**src/obj_defines.svh**
```systemverilog
////////////////////////////////////////
// sprite renderer sizes
// table, queue and screen limits shared by the sprite blocks
////////////////////////////////////////

`ifndef OBJ_DEFINES_SVH
`define OBJ_DEFINES_SVH

// entries in the sprite attribute table
`define OBJ_NUM_SPRITES 64

// priority levels, level 0 is drawn first
`define OBJ_PRI_LEVELS 16

// queued sprites per level
`define OBJ_QUEUE_DEPTH 32

// visible pixels per line
`define OBJ_SCREEN_W 320

// 9-bit positions above this are negative
`define OBJ_WRAP_LIMIT 384

`endif

```
**src/obj_pkg.sv**
```systemverilog
////////////////////////////////////////
// sprite renderer types
// vector widths and FSM encodings
////////////////////////////////////////

`default_nettype none

package obj_pkg;

    typedef logic [5:0]         sprite_idx_t;   // attribute table index
    typedef logic [3:0]         pri_t;
    typedef logic [7:0]         ram_addr_t;     // four words per sprite
    typedef logic [15:0]        ram_word_t;
    typedef logic [5:0]         palette_t;
    typedef logic [14:0]        tile_num_t;
    typedef logic [15:0]        tile_offs_t;    // slice offset into the tile graphics
    typedef logic [31:0]        gfx_word_t;     // 8 pixels of 4 bits
    typedef logic signed [9:0]  pos_t;          // position after wrap
    typedef logic [8:0]         line_t;
    typedef logic [14:0]        pixel_t;        // priority, palette, colour code

    // five cycles per table entry, then a wait for the renderer
    typedef enum logic [2:0] {
        SC_IDLE, SC_A0, SC_A3, SC_L3, SC_TEST, SC_PUSH, SC_DONE, SC_WAIT
    } scan_state_t;

    typedef enum logic [2:0] {
        RS_IDLE, RS_LEVEL, RS_IDX, RS_IDXW, RS_ATTR, RS_TILE, RS_FETCH, RS_DRAW
    } render_state_t;

endpackage

`default_nettype wire

```
**src/obj_queue_if.sv**
```systemverilog
////////////////////////////////////////
// sprite queue interface
// scanner pushes, renderer reads back per level
////////////////////////////////////////

`timescale 1ns/1ns
`default_nettype none

`include "obj_defines.svh"

interface obj_queue_if import obj_pkg::*; ();

    logic                       clear;          // pulse at line start
    logic                       push;
    pri_t                       push_pri;
    sprite_idx_t                push_idx;
    logic [5:0]                 level_count;    // 0 to 32 for rd_pri
    logic [`OBJ_PRI_LEVELS-1:0] pri_mask;       // non-empty levels
    pri_t                       rd_pri;
    logic [4:0]                 rd_pos;
    sprite_idx_t                rd_idx;         // one cycle after rd_pos

    modport scanner (output clear, push, push_pri, push_idx);
    modport queue (input clear, push, push_pri, push_idx, rd_pri, rd_pos,
                   output level_count, pri_mask, rd_idx);
    modport renderer (input level_count, pri_mask, rd_idx, output rd_pri, rd_pos);

endinterface

`default_nettype wire

```
**src/obj_priority_queue.sv**
```systemverilog
////////////////////////////////////////
// sprite priority queue
// index RAM with one fill counter per level
////////////////////////////////////////

`timescale 1ns/1ns
`default_nettype none

`include "obj_defines.svh"

module obj_priority_queue import obj_pkg::*; (
    input  logic        CLK96,
    input  logic        RESET96,
    obj_queue_if.queue  q
);

    localparam int QW = $clog2(`OBJ_QUEUE_DEPTH);

    sprite_idx_t                idx_ram [`OBJ_PRI_LEVELS*`OBJ_QUEUE_DEPTH];
    logic [QW-1:0]              cnt_q [`OBJ_PRI_LEVELS];
    logic [`OBJ_PRI_LEVELS-1:0] mask_q;

    always_ff @(posedge CLK96 or posedge RESET96) begin
        if (RESET96) begin
            mask_q <= '0;
            for (int i = 0; i < `OBJ_PRI_LEVELS; i++) begin
                cnt_q[i] <= '0;
            end
        end else if (q.clear) begin
            mask_q <= '0;
            for (int i = 0; i < `OBJ_PRI_LEVELS; i++) begin
                cnt_q[i] <= '0;
            end
        end else if (q.push) begin
            cnt_q[q.push_pri]  <= cnt_q[q.push_pri] + 1'b1;  // wraps to 0 at 32 entries
            mask_q[q.push_pri] <= 1'b1;
        end
    end

    // RAM addressed by {level, position}
    always_ff @(posedge CLK96) begin
        if (q.push) begin
            idx_ram[{q.push_pri, cnt_q[q.push_pri]}] <= q.push_idx;
        end
        q.rd_idx <= idx_ram[{q.rd_pri, q.rd_pos}];
    end

    // a full level shows a zero count with its mask bit set
    assign q.level_count = {mask_q[q.rd_pri] && (cnt_q[q.rd_pri] == '0), cnt_q[q.rd_pri]};
    assign q.pri_mask    = mask_q;

    a_no_overflow: assert property (@(posedge CLK96) disable iff (RESET96)
        q.push |-> !(mask_q[q.push_pri] && (cnt_q[q.push_pri] == '0)))
        else $error("push to a full priority level");

endmodule

`default_nettype wire

```
**src/flat_wrapper.sv**
```systemverilog
// flat-port wrapper written by rule: the top's interface ports become plain ports
module obj_priority_queue_flat import obj_pkg::*;
  (CLK96, RESET96, q_clear, q_push, q_push_pri, q_push_idx, q_rd_pri, q_rd_pos, q_level_count, q_pri_mask, q_rd_idx);
  obj_queue_if q_i ();
  input  logic CLK96;
  input  logic RESET96;
  input wire logic [$bits(q_i.clear)-1:0] q_clear;
  input wire logic [$bits(q_i.push)-1:0] q_push;
  input wire logic [$bits(q_i.push_pri)-1:0] q_push_pri;
  input wire logic [$bits(q_i.push_idx)-1:0] q_push_idx;
  input wire logic [$bits(q_i.rd_pri)-1:0] q_rd_pri;
  input wire logic [$bits(q_i.rd_pos)-1:0] q_rd_pos;
  output wire logic [$bits(q_i.level_count)-1:0] q_level_count;
  output wire logic [$bits(q_i.pri_mask)-1:0] q_pri_mask;
  output wire logic [$bits(q_i.rd_idx)-1:0] q_rd_idx;
  assign q_i.clear = q_clear;
  assign q_i.push = q_push;
  assign q_i.push_pri = q_push_pri;
  assign q_i.push_idx = q_push_idx;
  assign q_i.rd_pri = q_rd_pri;
  assign q_i.rd_pos = q_rd_pos;
  assign q_level_count = q_i.level_count;
  assign q_pri_mask = q_i.pri_mask;
  assign q_rd_idx = q_i.rd_idx;
  obj_priority_queue u_core (.CLK96(CLK96), .RESET96(RESET96), .q(q_i));
endmodule
```
**config.mk**
```make
export PLATFORM = sky130hd
export DESIGN_NAME = obj_priority_queue_flat
export DESIGN_NICKNAME = d
export VERILOG_FILES = /design/src/obj_pkg.sv /design/src/obj_queue_if.sv /design/src/obj_priority_queue.sv /design/src/flat_wrapper.sv
export VERILOG_INCLUDE_DIRS = /design/src
export SDC_FILE = /design/constraint.sdc
export NUM_CORES = 2
export LEC_CHECK = 0
export ABC_AREA = 1
export BUFFER_PORTS_ARGS = -buffer_cell sky130_fd_sc_hd__buf_2
export CAP_MARGIN = 25
export CORE_ASPECT_RATIO = 0.5
export CORE_MARGIN = 8
export CORE_UTILIZATION = 68
export DETAILED_ROUTE_END_ITERATION = 6
export GPL_TIMING_DRIVEN = 0
export PLACE_DENSITY = 0.94
export REMOVE_ABC_BUFFERS = 1
export SLEW_MARGIN = 0
export SYNTH_ARGS = -nofsm -noshare
export SYNTH_HDL_FRONTEND = slang
export SYNTH_SLANG_ARGS = --single-unit
```
**constraint.sdc**
```tcl
create_clock -name CLK96 -period 7.86 [get_ports CLK96]
set_clock_uncertainty 0.05 [all_clocks]
set_input_delay 0.786 -clock CLK96 [delete_from_list [all_inputs] [get_ports CLK96]]
set_output_delay 0.786 -clock CLK96 [all_outputs]
set_load 0.05 [all_outputs]
```
==> results.md, run 1 <==
* Status: stopped before the end
* Fail Step: global routing
* First Err: [ERROR GRT-0232] Routing congestion too high. Check the congestion heatmap in the GUI.
* Clock buffer depth at 4
* Average size of a mapped cell at about 12 um^2
* Placed cell areas at 132600 um^2
* Top_reg_cell synth: edfxtp_1
* Row cnt at 113
* Sequential share of the synthesized area at 72.93%
* Chip height at 325.1 um
* DPL Wire Length at a little over 200000 um
* Mapped Cells at 11270
* Largest net degree at the start of global routing at 229
* H-Tree Depth at 5
* Post-synth top area share at 70.99%
* EDFF count, synth at 3072
* Asr flop ratio synth at under 10%
* WEP type: sequential cell input
* Buffers on Ports at 50
* Post-CTS setup buffer count at 0
* PostCTS Resize Cnt at 0
* Io pins at 51
* Yosys warnings at 0
* Library cells used by synthesis at 35
* Post-GRT worst EP: u_core.q.rd_idx[0]$_DFF_P_/D
* Die X at 634.2 um
* Overall Global Routing Usage at approximately 56%
* Root Buffer: clkbuf_16
* CTS sink count at 3174
* Aggregate global routing overflow at between 70 and 80
* Post-synthesis cell area at roughly 130000 um^2
* Yosys reg bits at approximately 3200
* TritonCTS buffer count at 280
* Synth area leaders: edfxtp_1, nand3_1, nand2_1
* Initial Util at 68.44%
* CTS Hold Bufs at 2
* Final GP Congestion at ~0.90
* Initial antenna violation count at 57
* Post-synth top area cell: edfxtp_1
-- synth_stat cells, types with 4 or more instances --
cell and count:
buf_6 8, nand3_1 3110, nand4_1 6, inv_1 121, a22oi_1 10, nor2_1 562
ha_1 4, buf_4 7, a21oi_1 45, nand2_1 3229, dfrtp_1 96, nor2_2 8
nand2_2 7, edfxtp_1 3072, nor3_1 5, o22ai_1 72, dfxtp_1 6, buf_1 129
clkbuf_1 500, o21ai_0 71, buf_2 150, inv_2 9, o21ai_1 21, o211ai_1 4
-- metrics by stage --
step                setup WS, ns  TNS (ns)  instances  hold slack [ns]
CTS                        1.010         0      13630           0.2531
detailed placement        0.1023         0      13150           0.4412
global placement         -132.39  -5574.24      13060           0.4365
floorplan                 -5.492    -32.93      10480           0.4152
-- kinds of logic after synthesis --
kind of cell | Yosys count | synth area share (%)
fa+ha+maj | 4 | 0.03852
xor+xnor | 1 | 0.01252
compound gates | 230 | 1.001
flops | 3174 | 72.93
buf+inv | 928 | 2.893
simple gates | 6934 | 23.12
-- per-layer routing --
metal,track usage [%],GRT overflow
met3,49.48,9
met1,53.93,2
met5,34.20,1
met4,51.33,34
met2,67.88,26
==> inputs of run 2 (changes only) <==
--- a/config.mk
+++ b/config.mk
@@ -9,12 +9,11 @@
 export ABC_AREA = 1
 export BUFFER_PORTS_ARGS = -buffer_cell sky130_fd_sc_hd__buf_2
 export CAP_MARGIN = 25
-export CORE_ASPECT_RATIO = 0.5
 export CORE_MARGIN = 8
-export CORE_UTILIZATION = 68
+export CORE_UTILIZATION = 40
 export DETAILED_ROUTE_END_ITERATION = 6
 export GPL_TIMING_DRIVEN = 0
-export PLACE_DENSITY = 0.94
+export PLACE_DENSITY_LB_ADDON = 0.15
 export REMOVE_ABC_BUFFERS = 1
 export SLEW_MARGIN = 0
 export SYNTH_ARGS = -nofsm -noshare
==> run 2 against run 1 <==
Compared with the run above: the run now ends clean; synthesized area unchanged; synthesized cell count did not move.
==> results.md, run 2 <==
* R2r startpoint: u_core.cnt_q[24]
* Slowest CP cell: inv_8
* Clock buffer depth at 4 (unchanged)
* Min-delay worst type: input port to flop
* Chip height at 586.0 um (+80%)
* Slew Viols, Final at 0
* Area of the multi-input gates at 31510 um^2
* Average size of a mapped cell at 11.53 um^2 (unchanged)
* Commonest non-fill, non-tap cells in the layout: nand2_1, nand3_1, edfxtp_1, nor2_1, clkbuf_16
* Final worst slack at roughly 1.3 ns
* Synth area leaders: edfxtp_1, nand3_1, nand2_1
* Max-cap viol count at 0
* Hold path start: q_push_idx[5]
* Flop2flop setup slack at roughly 3.1 ns
* CP arrival at 7.22 ns
* Final GP Congestion at 0.8125 (-10%)
* Drt drc at 0
* Tcrit/Tclk final at about 83%
* Top_reg_cell synth: edfxtp_1
* Library cells used by synthesis at 35 (unchanged)
* Worst reg2reg path depth at 9
* VDD IR max at 0.2082 mV
* Actual slew at the worst max-slew pin at 1.199 ns
* Fin. Hold Viols at 0
* Drt wl/cell at 24.00 um
* CP endpoint kind: flop
* Hold-critical path depth at 1
* Final min period at roughly 6.5 ns
* Commonest cells post-synth: nand2_1, nand3_1, edfxtp_1, nor2_1, clkbuf_1
* CP Data Required Time at 8.55 ns
* Share of cells above drive strength 1 at 5.803%
* Final Power at approximately 0.036 W
* Final TNS setup at 0 ns
* DRT antenna net count at 0
* Root Buffer: clkbuf_16
* Pre-CTS WS at 0.7677 ns (+0.6653 ns)
* Cell chain of the critical path: buf_12 -> buf_16 -> buf_16 -> inv_8 -> buf_16 -> buf_16 -> buf_16 -> buf_16 -> nand2_1 -> nand3_1 -> nand3_1 -> nand3_1 -> nand3_1 -> nand3_1 -> nand3_1 -> nand3_1 -> nand3_1 -> nand2_1
* Largest fanout on the critical path at 191
* TritonCTS buffer count at 333 (+19%)
* EDFF count, synth at 3072 (unchanged)
* Row cnt at 209 (+85%)
* Reg area at roughly 95000 um^2
* CTS tree: done
* First-pass GRT wire length at 550400 um
* Core region area at 323700 um^2
* DPL Wire Length at 216800 um (+7.0%)
* Layout Nets at around 11000
* Yosys reg bits at 3174 (unchanged)
* WS Path Type: input port to flop
* RSZ-0062 raised after global routing: false
* Die area at 343400 um^2
* Pleak at 50.16 nW
* Commonest non-fill, non-tap cell in the layout: nand2_1
* Mapped Cells at 11270 (unchanged)
* Yosys warnings at 0 (unchanged)
* Vias in the first global route at 81740
* Post-synth top area share at 70.99% (unchanged)
* Hold path endpoint: u_core.idx_ram[45][5]
* Startpoint types: input port
* CP max stage delay at roughly 0.62 ns
* H-Tree Depth at 5 (unchanged)
* Status: finished clean
* # fillers at 29660
* PostCTS Resize Cnt at 0 (unchanged)
* Asr flop ratio synth at 3.025% (unchanged)
* Max reg flops at 3072
* Die X at 586.0 um (-7.6%)
* DRT iter0 DRCs at 8712
* Fmax achieved at roughly 150 MHz
* Area delta synth->final at 12.24%
* Routed WL at 373700 um
* Sequential share of the synthesized area at 72.93% (unchanged)
* Aggregate global routing overflow at 0
* Clk slew on worst S/H paths at approximately 0.060 ns
* Routed vias at roughly 85000
* Fin area at 145800 um^2
* Most common cell in the netlist: nand2_1
* Worst skew pair latency at 0.88 ns
* Detailed-route vias per instance at 5.465
* Buffers on Ports at 50 (unchanged)
* CTS sink count at 3174 (unchanged)
* Io pins at 51 (unchanged)
* Overall Global Routing Usage at between 20% and 30%
* Final setup violation count at 0
* Top cell by count, worst path: nand3_1
* Post-synthesis cell area at 129900 um^2 (unchanged)
* Initial antenna violation count at 22
* Fin Hold WS at 0.2752 ns
* Drt pass-1 iters at 6
* Post-CTS setup buffer count at 0 (unchanged)
* Largest net degree at the start of global routing at between 150 and 200
* Post-synth top area cell: edfxtp_1
* Power density over cell area at 246.4 nW/um^2
* Placed cell areas at 135500 um^2 (+2.1%)
* Critical R2R Capture: u_core.idx_ram[392][4]
* Initial Util at 40.14% (-28 points)
* Max_slew headroom at 20.07%
-- run 2: cell counts after synthesis --
No cell type changed its count.
-- run 2: what timing repair did --
action / in CTS / in global routing
setup endpoints to repair: 0 / 0
hold buffers: 1 / 0
hold endpoints to repair: 29 / 0
-- run 2: critical path, delay by kind of cell --
family	cells	cell delay [ns]
simple gates	10	2.31
buf+inv	8	3.21
-- run 2: how the worst max path moves through the flow --
stage	start	end	slack [ns]	cells past startpoint
finish	q_rd_pos[0]	u_core.q.rd_idx[5]	1.33	18
global route	q_rd_pos[0]	u_core.q.rd_idx[2]	1.20	18
CTS	q_rd_pos[0]	u_core.q.rd_idx[5]	1.71	18
detailed placement	q_rd_pos[0]	u_core.q.rd_idx[5]	0.77	18
global placement	q_rd_pos[0]	u_core.q.rd_idx[2]	-160.62	12
floorplan	q_rd_pos[0]	u_core.q.rd_idx[0]	-5.49	11
-- run 2: kinds of logic (layout without fill, tap and decap cells) --
logic type / count (synthesis) / in the layout / share of synthesized area (%)
AO/OA/AOI/OAI: 230 / 230 / 1.001
XOR/XNOR: 1 / 1 / 0.01252
adder cells (fa/ha/maj): 4 / 4 / 0.03852
buffers and inverters: 928 / 893 / 2.893
flip-flops: 3174 / 3174 / 72.93
other: 0 / 7 / 0
AND/OR/NAND/NOR: 6934 / 6934 / 23.12
-- run 2: area by class of cell --
type | count | share of cell area [%]
Sequential cell | 3174 | 64.98
Antenna cell | 7 | 0.01201
Inverter | 134 | 0.3732
Clock inverter | 146 | 0.8853
Tap cell | 4325 | 3.710
Timing Repair Buffer | 174 | 2.247
Clock buffer | 439 | 6.189
Multi-Input combinational cell | 7169 | 21.60
-- run 2: where the power goes --
part	internal [W]	total, W	switching (W)
Clock	0.00883	0.0152	0.00641
Sequential	0.0186	0.0186	0.00000630
Combinational	0.000513	0.00213	0.00161
Total	0.0279	0.0359	0.00803
-- run 2: per-stage QoR --
stage          util [%]  cells
2_1_floorplan         -  10480
3_3_place_gp      40.88  14850
3_5_place_dp      41.85  14970
4_1_cts           45.04  15560
5_1_grt           45.05  15560
6_report          45.05  15570
-- run 2: per-layer routing --
| metal | GRT usage, % | vias to the layer above | wire [um] |
|---|---|---|---|
| met5 | 0 | - | 0 |
| li1 | - | 39370 | - |
| met3 | 2.552 | 595 | 23730 |
| met1 | 30.38 | 42160 | 164100 |
| met2 | 33.99 | 2958 | 174000 |
| met4 | 6.221 | 0 | 11860 |
(Power assumes the default switching activity.)
