`src/obj_defines.svh`:
```
////////////////////////////////////////
// sprite renderer sizes
// table, queue and screen limits shared by the sprite blocks
////////////////////////////////////////

`ifndef OBJ_DEFINES_SVH
`define OBJ_DEFINES_SVH

// entries in the sprite attribute table
`define OBJ_NUM_SPRITES 64

// priority levels, level 0 is drawn first
`define OBJ_PRI_LEVELS 16

// queued sprites per level
`define OBJ_QUEUE_DEPTH 32

// visible pixels per line
`define OBJ_SCREEN_W 320

// 9-bit positions above this are negative
`define OBJ_WRAP_LIMIT 384

`endif

```
`src/obj_pkg.sv`:
```
////////////////////////////////////////
// sprite renderer types
// vector widths and FSM encodings
////////////////////////////////////////

`default_nettype none

package obj_pkg;

    typedef logic [5:0]         sprite_idx_t;   // attribute table index
    typedef logic [3:0]         pri_t;
    typedef logic [7:0]         ram_addr_t;     // four words per sprite
    typedef logic [15:0]        ram_word_t;
    typedef logic [5:0]         palette_t;
    typedef logic [14:0]        tile_num_t;
    typedef logic [15:0]        tile_offs_t;    // slice offset into the tile graphics
    typedef logic [31:0]        gfx_word_t;     // 8 pixels of 4 bits
    typedef logic signed [9:0]  pos_t;          // position after wrap
    typedef logic [8:0]         line_t;
    typedef logic [14:0]        pixel_t;        // priority, palette, colour code

    // five cycles per table entry, then a wait for the renderer
    typedef enum logic [2:0] {
        SC_IDLE, SC_A0, SC_A3, SC_L3, SC_TEST, SC_PUSH, SC_DONE, SC_WAIT
    } scan_state_t;

    typedef enum logic [2:0] {
        RS_IDLE, RS_LEVEL, RS_IDX, RS_IDXW, RS_ATTR, RS_TILE, RS_FETCH, RS_DRAW
    } render_state_t;

endpackage

`default_nettype wire

```
`src/obj_queue_if.sv`:
```
////////////////////////////////////////
// sprite queue interface
// scanner pushes, renderer reads back per level
////////////////////////////////////////

`timescale 1ns/1ns
`default_nettype none

`include "obj_defines.svh"

interface obj_queue_if import obj_pkg::*; ();

    logic                       clear;          // pulse at line start
    logic                       push;
    pri_t                       push_pri;
    sprite_idx_t                push_idx;
    logic [5:0]                 level_count;    // 0 to 32 for rd_pri
    logic [`OBJ_PRI_LEVELS-1:0] pri_mask;       // non-empty levels
    pri_t                       rd_pri;
    logic [4:0]                 rd_pos;
    sprite_idx_t                rd_idx;         // one cycle after rd_pos

    modport scanner (output clear, push, push_pri, push_idx);
    modport queue (input clear, push, push_pri, push_idx, rd_pri, rd_pos,
                   output level_count, pri_mask, rd_idx);
    modport renderer (input level_count, pri_mask, rd_idx, output rd_pri, rd_pos);

endinterface

`default_nettype wire

```
`src/obj_line_scanner.sv`:
```
////////////////////////////////////////
// sprite line scanner
// walks the attribute table and queues
// every sprite that covers the render line
////////////////////////////////////////

`timescale 1ns/1ns
`default_nettype none

`include "obj_defines.svh"

module obj_line_scanner import obj_pkg::*; (
    input  logic            CLK96,
    input  logic            RESET96,
    input  logic            line_start_i,
    input  line_t           vrender_i,
    input  ram_addr_t       rnd_addr_i,     // renderer address once scan is over
    output ram_addr_t       ram_addr_o,
    input  ram_word_t       ram_data_i,
    output logic            busy_o,
    output logic            scan_done_o,
    input  logic            render_done_i,
    obj_queue_if.scanner    q
);

    localparam sprite_idx_t LAST_IDX = sprite_idx_t'(`OBJ_NUM_SPRITES - 1);

    scan_state_t        state_q;
    sprite_idx_t        idx_q;
    line_t              v_q;
    logic               hit_q;
    logic               en_q;
    pri_t               pri_q;
    line_t              y_raw_q;
    logic [3:0]         ysize_q;
    pos_t               ypos;
    logic signed [10:0] dv;

    // wrap, then distance from the sprite top to the line
    assign ypos = (y_raw_q > `OBJ_WRAP_LIMIT) ? pos_t'({1'b1, y_raw_q}) : pos_t'({1'b0, y_raw_q});
    assign dv   = $signed({2'b00, v_q}) - 11'(ypos);

    always_comb begin
        case (state_q)
            SC_A0:   ram_addr_o = {idx_q, 2'd0};    // word 0, flags and priority
            SC_A3:   ram_addr_o = {idx_q, 2'd3};    // word 3, y and height
            default: ram_addr_o = rnd_addr_i;
        endcase
    end

    assign busy_o      = (state_q != SC_IDLE);
    assign scan_done_o = (state_q == SC_DONE);
    assign q.push      = (state_q == SC_PUSH) && hit_q;
    assign q.push_pri  = pri_q;
    assign q.push_idx  = idx_q;

    always_ff @(posedge CLK96 or posedge RESET96) begin
        if (RESET96) begin
            state_q <= SC_IDLE;
            idx_q   <= '0;
            hit_q   <= 1'b0;
            v_q     <= '0;
            q.clear <= 1'b0;
        end else begin
            q.clear <= 1'b0;
            case (state_q)
                SC_IDLE: begin
                    if (line_start_i) begin
                        q.clear <= 1'b1;
                        v_q     <= vrender_i;
                        idx_q   <= '0;
                        state_q <= SC_A0;
                    end
                end
                SC_A0:   state_q <= SC_A3;
                SC_A3:   state_q <= SC_L3;
                SC_L3:   state_q <= SC_TEST;
                SC_TEST: begin
                    // covers when 0 <= dv < 8*(ysize+1)
                    hit_q   <= en_q && !dv[10] && (dv[9:3] <= 7'(ysize_q));
                    state_q <= SC_PUSH;
                end
                SC_PUSH: begin
                    idx_q   <= idx_q + 1'b1;
                    state_q <= (idx_q == LAST_IDX) ? SC_DONE : SC_A0;
                end
                SC_DONE: state_q <= SC_WAIT;
                SC_WAIT: begin
                    if (render_done_i) state_q <= SC_IDLE;
                end
                default: state_q <= SC_IDLE;
            endcase
        end
    end

    // attribute words arrive one cycle after their address
    always_ff @(posedge CLK96) begin
        if (state_q == SC_A3) begin
            en_q  <= ram_data_i[15];
            pri_q <= ram_data_i[11:8];
        end
        if (state_q == SC_L3) begin
            y_raw_q <= ram_data_i[15:7];
            ysize_q <= ram_data_i[3:0];
        end
    end

    // a new line may only start once the previous one is fully drawn
    a_start_idle: assert property (@(posedge CLK96) disable iff (RESET96)
        line_start_i |-> !busy_o)
        else $error("line start while busy");

endmodule

`default_nettype wire

```
`src/flat_wrapper.sv`:
```
// flat-port wrapper written by rule: the top's interface ports become plain ports
module obj_line_scanner_flat import obj_pkg::*;
  (CLK96, RESET96, line_start_i, vrender_i, rnd_addr_i, ram_addr_o, ram_data_i, busy_o, scan_done_o, render_done_i, q_clear, q_push, q_push_pri, q_push_idx);
  obj_queue_if q_i ();
  input  logic CLK96;
  input  logic RESET96;
  input  logic line_start_i;
  input  line_t vrender_i;
  input  ram_addr_t rnd_addr_i;
  output ram_addr_t ram_addr_o;
  input  ram_word_t ram_data_i;
  output logic busy_o;
  output logic scan_done_o;
  input  logic render_done_i;
  output wire logic [$bits(q_i.clear)-1:0] q_clear;
  output wire logic [$bits(q_i.push)-1:0] q_push;
  output wire logic [$bits(q_i.push_pri)-1:0] q_push_pri;
  output wire logic [$bits(q_i.push_idx)-1:0] q_push_idx;
  assign q_clear = q_i.clear;
  assign q_push = q_i.push;
  assign q_push_pri = q_i.push_pri;
  assign q_push_idx = q_i.push_idx;
  obj_line_scanner u_core (.CLK96(CLK96), .RESET96(RESET96), .line_start_i(line_start_i), .vrender_i(vrender_i), .rnd_addr_i(rnd_addr_i), .ram_addr_o(ram_addr_o), .ram_data_i(ram_data_i), .busy_o(busy_o), .scan_done_o(scan_done_o), .render_done_i(render_done_i), .q(q_i));
endmodule
```
`config.mk`:
```
export PLATFORM = sky130hd
export DESIGN_NAME = obj_line_scanner_flat
export DESIGN_NICKNAME = d
export VERILOG_FILES = /design/src/obj_pkg.sv /design/src/obj_queue_if.sv /design/src/obj_line_scanner.sv /design/src/flat_wrapper.sv
export VERILOG_INCLUDE_DIRS = /design/src
export SDC_FILE = /design/constraint.sdc
export NUM_CORES = 1
export LEC_CHECK = 0
export BUFFER_PORTS_ARGS = -buffer_cell sky130_fd_sc_hd__buf_2
export CAP_MARGIN = 10
export CORE_UTILIZATION = 30
export DETAILED_ROUTE_END_ITERATION = 10
export HOLD_SLACK_MARGIN = 0.02
export PLACE_DENSITY = 0.57
export SETUP_SLACK_MARGIN = 0.02
export SLEW_MARGIN = 20
export SYNTH_ARGS = -nofsm -noshare
export SYNTH_HDL_FRONTEND = slang
export SYNTH_SLANG_ARGS = --single-unit
```
`constraint.sdc`:
```
create_clock -name CLK96 -period 2.2 [get_ports CLK96]
set_input_delay 0.11 -clock CLK96 [delete_from_list [all_inputs] [get_ports CLK96]]
set_output_delay 0.11 -clock CLK96 [all_outputs]
set_load 0.02 [all_outputs]
```
Word-level counts from Yosys, hierarchy flattened
Cells that the tools add are included.
{"block": "word_totals", "ff_bits": 38, "latch_bits": 0, "mem_bits_rw": 0, "mem_bits_ro": 0, "input_bits": 37, "output_inout_bits": 22, "elab_cells": 43, "n_memories": 0}
{"block": "classes", "addsub": 2, "n_mul": 0, "n_div": 0, "n_lt_le_gt_ge": 2, "n_eq_ne": 10, "shifts": 0, "n_mux": 10, "bitwise_logic": 0, "n_reduce_logical": 10}
{"cell": "$pmux W3 S8", "n": 1}
{"cell": "$pmux W8 S2", "n": 1}
{"cell": "$eq A3 B3 Y1 const B", "n": 4}
{"cell": "$pmux W6 S2", "n": 1}
{"cell": "$sub A10 B10 Y11", "n": 1}
{"cell": "$mux W10", "n": 1}
{"cell": "$gt A9 B9 Y1 const B", "n": 1}
{"cell": "$mux W3", "n": 3}
{"cell": "$le A7 B4 Y1", "n": 1}
{"cell": "$add A6 B1 Y6 const B", "n": 1}
{"cell": "$eq A3 B2 Y1 const B", "n": 2}
{"cell": "$eq A6 B6 Y1 const B", "n": 1}
{"cell": "$mux W6", "n": 1}
{"cell": "$reduce_and A2 Y1", "n": 3}
{"cell": "$ne A2 B2 Y1 const B", "n": 2}
{"cell": "$eq A3 B1 Y1 const B", "n": 1}
{"cell": "$logic_and A1 B1 Y1", "n": 3}
{"cell": "$logic_not A3 Y1", "n": 1}
{"cell": "$reduce_bool A3 Y1", "n": 1}
{"cell": "$mux W1", "n": 2}
{"cell": "$reduce_bool A2 Y1", "n": 1}
{"cell": "$logic_not A1 Y1", "n": 1}

Logic depth before layout (Yosys ltp)
Gate-level depths: netlist (run 1).
{"block": "depth", "word_depth": 6, "ltp_mapped": 13, "mapped_depth_nobuf": 13}

Worst setup path before layout (run 1)
OpenSTA, ideal clock, no wires.
{"block": "synth_path", "kind": "reg2reg", "start": "register u_core.y_raw_q[2]", "end": "register u_core.hit_q", "setup_time_ns": 0.104, "arrival_ns": 2.289, "required_time_ns": 2.096, "slack_ns": -0.192, "path_stages_with_launch": 14, "n_path_buf": 0, "period_less_slack_ns": 2.392, "cell_sequence": "edfxtp_1 > inv_1 > ha_1 > a21oi_2 > o21ai_2 > a21o_2 > xor2_1 > ha_1 > nor2b_1 > o21ai_0 > nand2b_1 > a21oi_1 > a41oi_1 > o41ai_2"}
{"block": "synth_via", "elab_chain_cells": 6, "elab_cells_between_ends": 7, "cone_classes": "add/sub (1); order compare (2); mux (1); reduce/logical (3)"}
{"element": "from (decl)", "line": "obj_line_scanner.sv:34", "source": "line_t y_raw_q;"}
{"element": "from (signal assigned)", "line": "obj_line_scanner.sv:103", "source": "y_raw_q <= ram_data_i[15:7];"}
{"element": "$gt A9 B9 Y1 (no source line)"}
{"element": "$mux W10 (*)", "line": "obj_line_scanner.sv:40", "source": "assign ypos = (y_raw_q > `OBJ_WRAP_LIMIT) ? pos_t'({1'b1, y_raw_q}) : pos_t'({1'b0, y_raw_q});"}
{"element": "$sub A10 B10 Y11 (*)", "line": "obj_line_scanner.sv:41", "source": "assign dv = $signed({2'b00, v_q}) - 11'(ypos);"}
{"element": "branches (longest 2 deep; another with $le A7 B4 Y1)"}
{"element": "$logic_and A1 B1 Y1 (*)", "line": "obj_line_scanner.sv:80", "source": "hit_q <= en_q && !dv[10] && (dv[9:3] <= 7'(ysize_q));"}
{"element": "to (signal assigned)", "line": "obj_line_scanner.sv:80"}
{"element": "to (decl)", "line": "obj_line_scanner.sv:31", "source": "logic hit_q;"}
Every way passes the cells marked *.
A chain may end at the register's enable or synchronous reset.

Worst setup path after layout (run 1)
Same ends and word-level chain as after synthesis.

==> impl_metrics.env, run 1 <==
export IMPL_status="finished with violations"
export IMPL_violations="DRC, setup timing"
export IMPL_p_comb_share_pct=53.4
export IMPL_netSwitchingPower_uw=1520
export IMPL_die_w_um=83.0
export IMPL_clock_root_buffer="clkbuf_8"
export IMPL_critPathLaunchType="flop"
export IMPL_vias_per_cell=4.61
export IMPL_cts_buffers=5
export IMPL_hp_class="in -> reg"
export IMPL_synth_cell_types=38
export IMPL_drive_gt1_share_pct=40.0
export IMPL_hold_violations=0
export IMPL_clock_sinks=38
export IMPL_cp_end_kind="flop"
export IMPL_grt_pass1_wl_um=7200
export IMPL_timing_hold_ws_ps=45.4
export IMPL_slew_violations=0
export IMPL_drt_first_pass_iters=7
export IMPL_antenna_found_initial=0
export IMPL_fin_crit_ps=2370
export IMPL_finClkSkew_ps=3.79
export IMPL_clk_latency_ps=290
export IMPL_ant_nets=0
export IMPL_syn_instance_count=170
export IMPL_h_tree_depth=2
export IMPL_yosys_warnings=0
export IMPL_die_area_mm2=0.00689
export IMPL_finalSetupTns_ps=-171
export IMPL_gp_congestion=0.820
export IMPL_crit_type="reg -> reg"
export IMPL_seq_power_share_pct=31.2
export IMPL_ir_drop_mv=0.524
export IMPL_drc_errors=2
export IMPL_worst_pin_slew_ps=815
export IMPL_min_period_over_period_pct=108
export IMPL_ys_seq_area_share_pct=52.9
export IMPL_ioPinCount=59
export IMPL_grt_pass1_vias=1548
export IMPL_dp_cells=309
export IMPL_stdcell_count=332
export IMPL_start_util_pct=31.0
export IMPL_critical_path_required_ps=2400
export IMPL_antenna_cells=0
export IMPL_grt_usage_pct=13.4
export IMPL_final_core_utilization_pct=42.3
export IMPL_dr_first_iter_drc_count=64
export IMPL_rsz0062_at_grt="true"
export IMPL_final_common_cell="buf_2"
export IMPL_clkTransAtPathRegs_ps=80
export IMPL_p_leak_uw=0.00124
export IMPL_syn2layout_area_growth_pct=36.5
export IMPL_core_mm2=0.00635
export IMPL_most_common_layout_cells="buf_2 (55), dfrtp_1 (20), edfxtp_1 (18), mux2_2 (15)"
export IMPL_dieHeight_um=83.0
export IMPL_vias=1529
export IMPL_synth_fp_nets=220
export IMPL_syn_area_mm2=0.00197
export IMPL_grt_ovfl_total=0
export IMPL_nets=304
export IMPL_cp_arrival_ps=2570
export IMPL_grt_max_degree=21
export IMPL_routed_wl_um=4270
export IMPL_clockBufferDepth=2
export IMPL_setup_ws_ps=-171
export IMPL_finalSetupViolCount=1
export IMPL_path_max_fanout=2
export IMPL_avgSynthCellArea_um2=11.6
export IMPL_avgRoutedWirePerCell_um=12.9
export IMPL_hpwl_um=3220
export IMPL_drv_cap=0
export IMPL_cts_tree="built"
export IMPL_rows=29
export IMPL_cellPowerDensity_mw_per_mm2=1440
export IMPL_synth_seq_cells=38
export IMPL_maxSlewHeadroom_pct=45.6
export IMPL_p_int_uw=2340
export IMPL_clock_fmax_mhz=422
export IMPL_numPortBuffers=55
export IMPL_switching_share_pct=39.3
export IMPL_clkPwrFrac_pct=15.4
## synthesized netlist by cell type
| cell type | instances | share of area (%) |
|---|---|---|
| a32o_1 | 1 | 0.51 |
| nor3_1 | 2 | 0.51 |
| a21o_2 | 1 | 0.44 |
| ha_1 | 13 | 8.3 |
| nand2_1 | 13 | 2.5 |
| mux2_2 | 15 | 8.6 |
| nand3_1 | 4 | 1.0 |
| edfxtp_1 | 18 | 27 |
| xor2_1 | 4 | 1.8 |
| a21oi_1 | 7 | 1.8 |
| or3_1 | 1 | 0.32 |
| nand2b_1 | 3 | 0.95 |
| a21o_1 | 1 | 0.38 |
| a21oi_2 | 3 | 1.3 |
| o21ai_0 | 11 | 2.8 |
| buf_2 | 1 | 0.25 |
| a211o_2 | 1 | 0.51 |
| nand4_1 | 1 | 0.32 |
| dfrtp_1 | 20 | 25 |
| or2_2 | 1 | 0.32 |
| nor2b_4 | 1 | 0.70 |
| buf_1 | 1 | 0.19 |
| and3_1 | 3 | 0.95 |
| o41ai_2 | 1 | 0.83 |
| nor2_1 | 9 | 1.7 |
| inv_1 | 15 | 2.9 |
| a211oi_1 | 1 | 0.38 |
| o21ai_2 | 1 | 0.44 |
| a41oi_1 | 2 | 0.89 |
| clkbuf_1 | 1 | 0.19 |
| nand3b_1 | 1 | 0.38 |
| nor2b_1 | 3 | 0.95 |
| and2_1 | 1 | 0.32 |
| xnor2_1 | 4 | 1.8 |
| mux2i_1 | 1 | 0.51 |
| o22ai_1 | 2 | 0.64 |
| and3_4 | 1 | 0.57 |
| nor4_1 | 1 | 0.32 |
## repair_timing
item                                   in CTS  in global routing
endpoints found under the hold margin      38                  0
pin swaps                                   2                  0
setup buffers                               1                  0
hold buffers                               14                  0
gates resized for setup                     3                  1
setup endpoints to repair                   1                  7
## final timing paths
check / to / slack (ps) / startpoint / cells past startpoint
max: u_core.hit_q / -170 / u_core.y_raw_q[2] / 13
max reg2reg: u_core.hit_q / -170 / u_core.y_raw_q[2] / 13
min in group asynchronous: u_core.q.push_idx[4] / 510 / RESET96 / 3
max in group asynchronous: u_core.v_q[4] / 1180 / RESET96 / 3
min: u_core.v_q[6] / 50 / vrender_i[6] / 2
min reg2reg: u_core.hit_q / 490 / u_core.hit_q / 2
## cells by family (layout without fill, tap and decap cells)
family | count (synthesis) | after routing | synth area share, %
DFF | 38 | 38 | 52.9
muxes | 16 | 16 | 9.09
adders and majority gates | 13 | 13 | 8.26
xor gates and xnor gates | 8 | 8 | 3.56
buffers and inverters | 18 | 103 | 3.49
and+or+nand+nor | 45 | 45 | 11.8
AOI/OAI and AO/OA | 32 | 32 | 10.9
## routing by layer
| metal | global-route usage, % | wire length, µm | up-vias |
|---|---|---|---|
| met5 | 0 | 0 | - |
| li1 | - | - | 772 |
| met2 | 22.1 | 2170 | 22 |
| met4 | 6.27 | 90 | 0 |
| met3 | 3.18 | 109 | 6 |
| met1 | 16.5 | 1900 | 729 |
## flip-flops by register name, summed over array words and instances (netlist names)
name / flops
u_core.y_raw_q: 9
u_core.en_q: 1
u_core.q.push_pri: 4
u_core.v_q: 9
u_core.state_q: 3
u_core.q.push_idx: 6
u_core.hit_q: 1
u_core.ysize_q: 4
u_core.q.clear: 1
## power groups by stage
stage / clock, µW / sequential, µW / combinational (µW)
3_5_place_dp: 0 / 1210 / 1980
2_1_floorplan: 0 / 1220 / 1360
5_1_grt: 636 / 1240 / 2310
4_1_cts: 609 / 1200 / 2060
3_3_place_gp: 0 / 1210 / 1940
6_report: 595 / 1200 / 2060
## worst max-delay path: stages (launching register included)
cell and delay, ps:
edfxtp_1 400, inv_2 90, ha_4 210, a21oi_2 140, o21ai_2 80, a21o_2 200, xor2_1 140, ha_1 290
nor2b_1 130, o21ai_1 110, nand2b_1 80, a21oi_2 120, a41oi_1 60, o41ai_2 200
## cell type report
type | count | area (µm²)
fill | 588 | 3660
sequential | 38 | 1040
multi-input combinational | 114 | 883
timing repair buffer | 80 | 498
tap | 77 | 96.3
clock buffer | 5 | 68.8
inverter | 15 | 56.3
clock inverter | 3 | 45.0
## through the flow
stage                     cell area [µm²]  setup slack, ps  total power [µW]
after floorplan                      1970            -33.9              2580
after global routing                 2690             -339              4180
after global placement               2400            -78.9              3150
final                                2690             -171              3860
after CTS                            2680             -174              3870
after detailed placement             2400             -204              3190
Power figures use the tool's default switching activity.
==> inputs of run 2 (changes only) <==
--- a/config.mk
+++ b/config.mk
@@ -12,6 +12,7 @@
 export DETAILED_ROUTE_END_ITERATION = 10
 export HOLD_SLACK_MARGIN = 0.02
 export PLACE_DENSITY = 0.57
+export RECOVER_POWER = 50
 export SETUP_SLACK_MARGIN = 0.02
 export SLEW_MARGIN = 20
 export SYNTH_ARGS = -nofsm -noshare
==> impl_metrics.env, run 2 (same netlist as run 1, synthesis figures left out) <==
export IMPL_min_period_over_period_pct=108
export IMPL_status="finished with violations"
export IMPL_path_common_cell="a21oi_2"
export IMPL_clock_fmax_mhz=421
export IMPL_h_tree_depth=2
export IMPL_busiest_layer="met2"
export IMPL_clock_root_buffer="clkbuf_8"
export IMPL_gp_congestion=0.820
export IMPL_maxSlewHeadroom_pct=45.1
export IMPL_hp_class="in -> reg"
export IMPL_hold_violations=0
export IMPL_numPortBuffers=55
export IMPL_violations="DRC, setup timing"
export IMPL_critPathMaxStageDelay_ps=400
export IMPL_core_mm2=0.00635
export IMPL_grt_max_degree=21
export IMPL_grt_pass1_vias=1548
export IMPL_die_w_um=83.0
export IMPL_multiInputGateArea_um2=883
export IMPL_final_common_cell="buf_2"
export IMPL_rows=29
export IMPL_antenna_found_initial=0
export IMPL_ioPinCount=59
export IMPL_stdcell_count=332
export IMPL_p_leak_uw=0.00119
export IMPL_critPathTopFamily="compound AO/OA/AOI/OAI gates"
export IMPL_grt_usage_pct=13.4
export IMPL_rsz0062_at_grt="true"
export IMPL_cellPowerDensity_mw_per_mm2=1440
export IMPL_cp_cell_sequence="inv_2 -> ha_4 -> a21oi_2 -> o21ai_2 -> a21o_2 -> xor2_1 -> ha_1 -> nor2b_1 -> o21ai_1 -> nand2b_1 -> a21oi_2 -> a41oi_1 -> o41ai_2"
export IMPL_worst_pin_slew_ps=822
export IMPL_fin_crit_ps=2370
export IMPL_power_uw=3850
export IMPL_clk_latency_ps=300
export IMPL_regArea_mm2=0.00104
export IMPL_drc_errors=2
export IMPL_die_area_mm2=0.00689
export IMPL_setup_ws_ps=-173
export IMPL_ir_drop_mv=0.526
export IMPL_dieHeight_um=83.0
export IMPL_avgRoutedWirePerCell_um=12.9
export IMPL_critical_path_required_ps=2400
export IMPL_finClkSkew_ps=3.69
export IMPL_critPathLaunchType="flop"
export IMPL_critPathBufInv=1
export IMPL_drive_gt1_share_pct=33.7
export IMPL_drt_first_pass_iters=7
export IMPL_clockBufferDepth=2
export IMPL_hpwl_um=3220
export IMPL_fill_cells=601
export IMPL_drv_cap=0
export IMPL_grt_ovfl_total=0
export IMPL_cts_tree="built"
export IMPL_antenna_cells=0
export IMPL_vias_per_cell=4.63
export IMPL_dr_first_iter_drc_count=70
export IMPL_cp_arrival_ps=2570
export IMPL_nets=304
export IMPL_dp_cells=309
export IMPL_cts_buffers=5
export IMPL_syn2layout_area_growth_pct=35.5
export IMPL_use_met1_pct=16.5
export IMPL_start_util_pct=31.0
export IMPL_clock_sinks=38
export IMPL_slew_violations=0
export IMPL_vias=1538
export IMPL_clkTransAtPathRegs_ps=80
export IMPL_crit_type="reg -> reg"
export IMPL_finalSetupViolCount=1
export IMPL_cpMaxStageDelayCell="edfxtp_1"
export IMPL_r2r_slack_ps=-170
export IMPL_path_max_fanout=2
export IMPL_most_common_layout_cells="buf_2 (39), dfrtp_1 (20), edfxtp_1 (18), clkbuf_1 (16), mux2_2 (15)"
export IMPL_cp_end_kind="flop"
export IMPL_grt_pass1_wl_um=7200
export IMPL_routed_wl_um=4270
export IMPL_ant_nets=0
export IMPL_use_met3_pct=3.18
export IMPL_gr_usage_met2_pct=22.1
## run 2: cell type report
cell class,instances,area share [%]
repair buffers,80,17.9
clock buffers,5,2.58
multi-input cells,114,33.1
clock inverters,3,1.69
inverters,15,2.11
well taps,77,3.61
flip-flops and latches,38,39.0
## run 2: through the flow
stage               TNS (ps)  setup slack, ps  util (%)  area (µm²)  hold WS [ps]
global route            -339             -339      42.0        2670          40.9
finish                  -173             -173      42.0        2670          43.3
detailed placement      -204             -204      37.9        2400           288
CTS                     -174             -174      42.2        2680          40.4
global placement       -78.9            -78.9      37.9        2400           288
floorplan              -33.9            -33.9         -        1970          73.8
## run 2: timing repair
action,4_1_cts,5_1_grt
hold buffers,14,0
endpoints found under the hold margin,38,0
resized for setup,3,1
setup buffers,1,0
endpoints found under the setup margin,1,7
pin swaps,2,0
## run 2: per-layer routing
metal  up-vias  routed length (µm)  share of wire, %
li1        772                   -                 -
met1       729                1870                44
met2        30                2160                51
met3         7                 131               3.1
met4         0                 106               2.5
met5         -                   0                 0
## run 2: worst reg2reg max path: stages (launching register included)
cell and delay, ps:
edfxtp_1 400, inv_2 90, ha_4 210, a21oi_2 140
o21ai_2 80, a21o_2 200, xor2_1 150, ha_1 290
nor2b_1 130, o21ai_1 110, nand2b_1 80, a21oi_2 120
a41oi_1 60, o41ai_2 200
## run 2: worst paths after layout
path	depth (start not counted)	endpoint	startpoint
min in group asynchronous	3	u_core.q.push_idx[4]	RESET96
setup / recovery	13	u_core.hit_q	u_core.y_raw_q[2]
max in group asynchronous	3	u_core.v_q[4]	RESET96
setup reg to reg	13	u_core.hit_q	u_core.y_raw_q[2]
hold / removal	2	u_core.v_q[6]	vrender_i[6]
hold reg to reg	2	u_core.hit_q	u_core.hit_q
## run 2: power breakdown
part,leakage (µW),internal [µW],switching (µW)
Clock,0.0000504,337,260
Combinational,0.000719,977,1070
Sequential,0.000418,1010,191
==> inputs of run 3 (changes only) <==
--- a/config.mk
+++ b/config.mk
@@ -11,7 +11,7 @@
 export CORE_UTILIZATION = 30
 export DETAILED_ROUTE_END_ITERATION = 10
 export HOLD_SLACK_MARGIN = 0.02
-export PLACE_DENSITY = 0.57
+export PLACE_DENSITY = 0.63
 export RECOVER_POWER = 50
 export SETUP_SLACK_MARGIN = 0.02
 export SLEW_MARGIN = 20
==> impl_metrics.env, run 3 (same netlist as run 1, synthesis figures left out) <==
export IMPL_clkTransAtPathRegs_ps=80
export IMPL_critPathBufInv=1
export IMPL_final_area_mm2=0.00265
export IMPL_critPathTopFamily="compound AO/OA/AOI/OAI gates"
export IMPL_die_w_um=83.0
export IMPL_cts_tree="built"
export IMPL_crit_type="reg -> reg"
export IMPL_routed_wl_um=4220
export IMPL_path_max_fanout=2
export IMPL_cpMaxStageDelayCell="edfxtp_1"
export IMPL_placed_cell_area_mm2=0.00242
export IMPL_cts_buffers=5
export IMPL_rows=29
export IMPL_avgRoutedWirePerCell_um=12.7
export IMPL_use_met3_pct=3.28
export IMPL_drc_errors=0
export IMPL_syn2layout_area_growth_pct=34.7
export IMPL_grt_pass1_vias=1514
export IMPL_grt_usage_pct=13.0
export IMPL_gp_congestion=0.746
export IMPL_most_common_layout_cells="buf_2 (41), dfrtp_1 (20), edfxtp_1 (18), mux2_2 (15), clkbuf_1 (15)"
export IMPL_ir_drop_mv=0.578
export IMPL_start_util_pct=31.0
export IMPL_cp_end_kind="flop"
export IMPL_clockBufferDepth=2
export IMPL_critPathLaunchType="flop"
export IMPL_numPortBuffers=55
export IMPL_clock_fmax_mhz=426
export IMPL_min_period_over_period_pct=107
export IMPL_vias_per_cell=4.61
export IMPL_critical_path_required_ps=2380
export IMPL_setup_ws_ps=-146
export IMPL_cp_arrival_ps=2530
export IMPL_vias=1534
export IMPL_grt_ovfl_total=0
export IMPL_dieHeight_um=83.0
export IMPL_die_area_mm2=0.00689
export IMPL_h_tree_depth=2
export IMPL_p_leak_uw=0.00120
export IMPL_slew_violations=0
export IMPL_worst_pin_slew_ps=792
export IMPL_ant_nets=0
export IMPL_use_met1_pct=16.0
export IMPL_rsz0062_at_grt="true"
export IMPL_antenna_found_initial=0
export IMPL_maxSlewHeadroom_pct=47.1
export IMPL_antenna_cells=0
export IMPL_finalSetupViolCount=1
export IMPL_fin_crit_ps=2350
export IMPL_dr_first_iter_drc_count=70
export IMPL_cts_setup_buffers=0
export IMPL_core_mm2=0.00635
export IMPL_ioPinCount=59
export IMPL_hpwl_um=3260
export IMPL_gr_usage_met2_pct=22.6
export IMPL_drive_gt1_share_pct=34.0
export IMPL_clock_root_buffer="clkbuf_8"
export IMPL_r2r_slack_ps=-150
export IMPL_clock_sinks=38
export IMPL_drt_first_pass_iters=4
export IMPL_cellPowerDensity_mw_per_mm2=1400
export IMPL_busiest_layer="met2"
export IMPL_violations="setup timing"
export IMPL_hold_violations=0
export IMPL_drv_cap=0
export IMPL_nets=305
export IMPL_clk_latency_ps=280
export IMPL_grt_pass1_wl_um=7110
export IMPL_final_common_cell="buf_2"
export IMPL_finClkSkew_ps=9.15
export IMPL_critPathMaxStageDelay_ps=410
export IMPL_status="finished with violations"
export IMPL_hp_class="in -> reg"
export IMPL_grt_max_degree=21
export IMPL_cp_cell_sequence="inv_2 -> ha_4 -> a21oi_2 -> o21ai_2 -> a21o_2 -> xor2_1 -> ha_1 -> nor2b_1 -> o21ai_1 -> nand2b_1 -> a21oi_1 -> a41oi_1 -> o41ai_2"
export IMPL_power_uw=3720
[run 3: cell count changes in the layout (fill, tap and decap cells not counted), sizes merged]
cell      change
clkinv        +1
clkinvlp      -2
bufinv        -1
buf           +3
[run 3: final cells by class]
class,count,area (µm²)
sequential,38,1040
timing repair buffer,81,488
tap,77,96.3
inverter,15,56.3
multi-input combinational,114,880
clock buffer,7,86.3
clock inverter,1,5.00
fill,604,3700
[run 3: where the power goes]
group          internal, µW  switching (µW)
combinational           978            1050
sequential             1010             199
clock                   253             230
[run 3: path summary, 6_finish.rpt]
check | cells after the start | from | endpoint
max | 13 | u_core.y_raw_q[2] | u_core.hit_q
min | 2 | vrender_i[5] | u_core.v_q[5]
max reg2reg | 13 | u_core.y_raw_q[2] | u_core.hit_q
min reg2reg | 2 | u_core.hit_q | u_core.hit_q
max in group asynchronous | 3 | RESET96 | u_core.v_q[2]
min in group asynchronous | 3 | RESET96 | u_core.v_q[4]
[run 3: worst register-to-register path: cells and delay by family, from the launching register on]
family | cells | cell delay [ps]
buffers and inverters | 1 | 90
and+or+nand+nor | 2 | 200
DFF | 1 | 410
adders and majority gates | 2 | 490
AOI/OAI and AO/OA | 7 | 920
xor gates and xnor gates | 1 | 150
[run 3: metrics by stage]
stage / setup slack (ps) / TNS, ps / hold WS (ps) / instances / util, %
CTS: -153 / -153 / 24.0 / 330 / 41.5
global placement: -78.1 / -78.1 / 291 / 311 / 38.1
global route: -325 / -325 / 42.2 / 333 / 41.8
finish: -146 / -146 / 57.5 / 333 / 41.8
floorplan: -33.9 / -33.9 / 73.8 / 170 / -
detailed placement: -229 / -229 / 288 / 311 / 38.1
[run 3: layer usage]
| metal | share of wire [%] | up-vias |
|---|---|---|
| met5 | 0 | - |
| li1 | - | 775 |
| met2 | 53 | 17 |
| met1 | 44 | 740 |
| met4 | 0.80 | 0 |
| met3 | 2.7 | 2 |
[run 3: timing repair]
item | in CTS | in global routing
resized for setup | 2 | 1
hold buffers | 11 | 3
pin swaps | 0 | 0
hold endpoints to repair | 21 | 6
setup endpoints to repair | 1 | 7
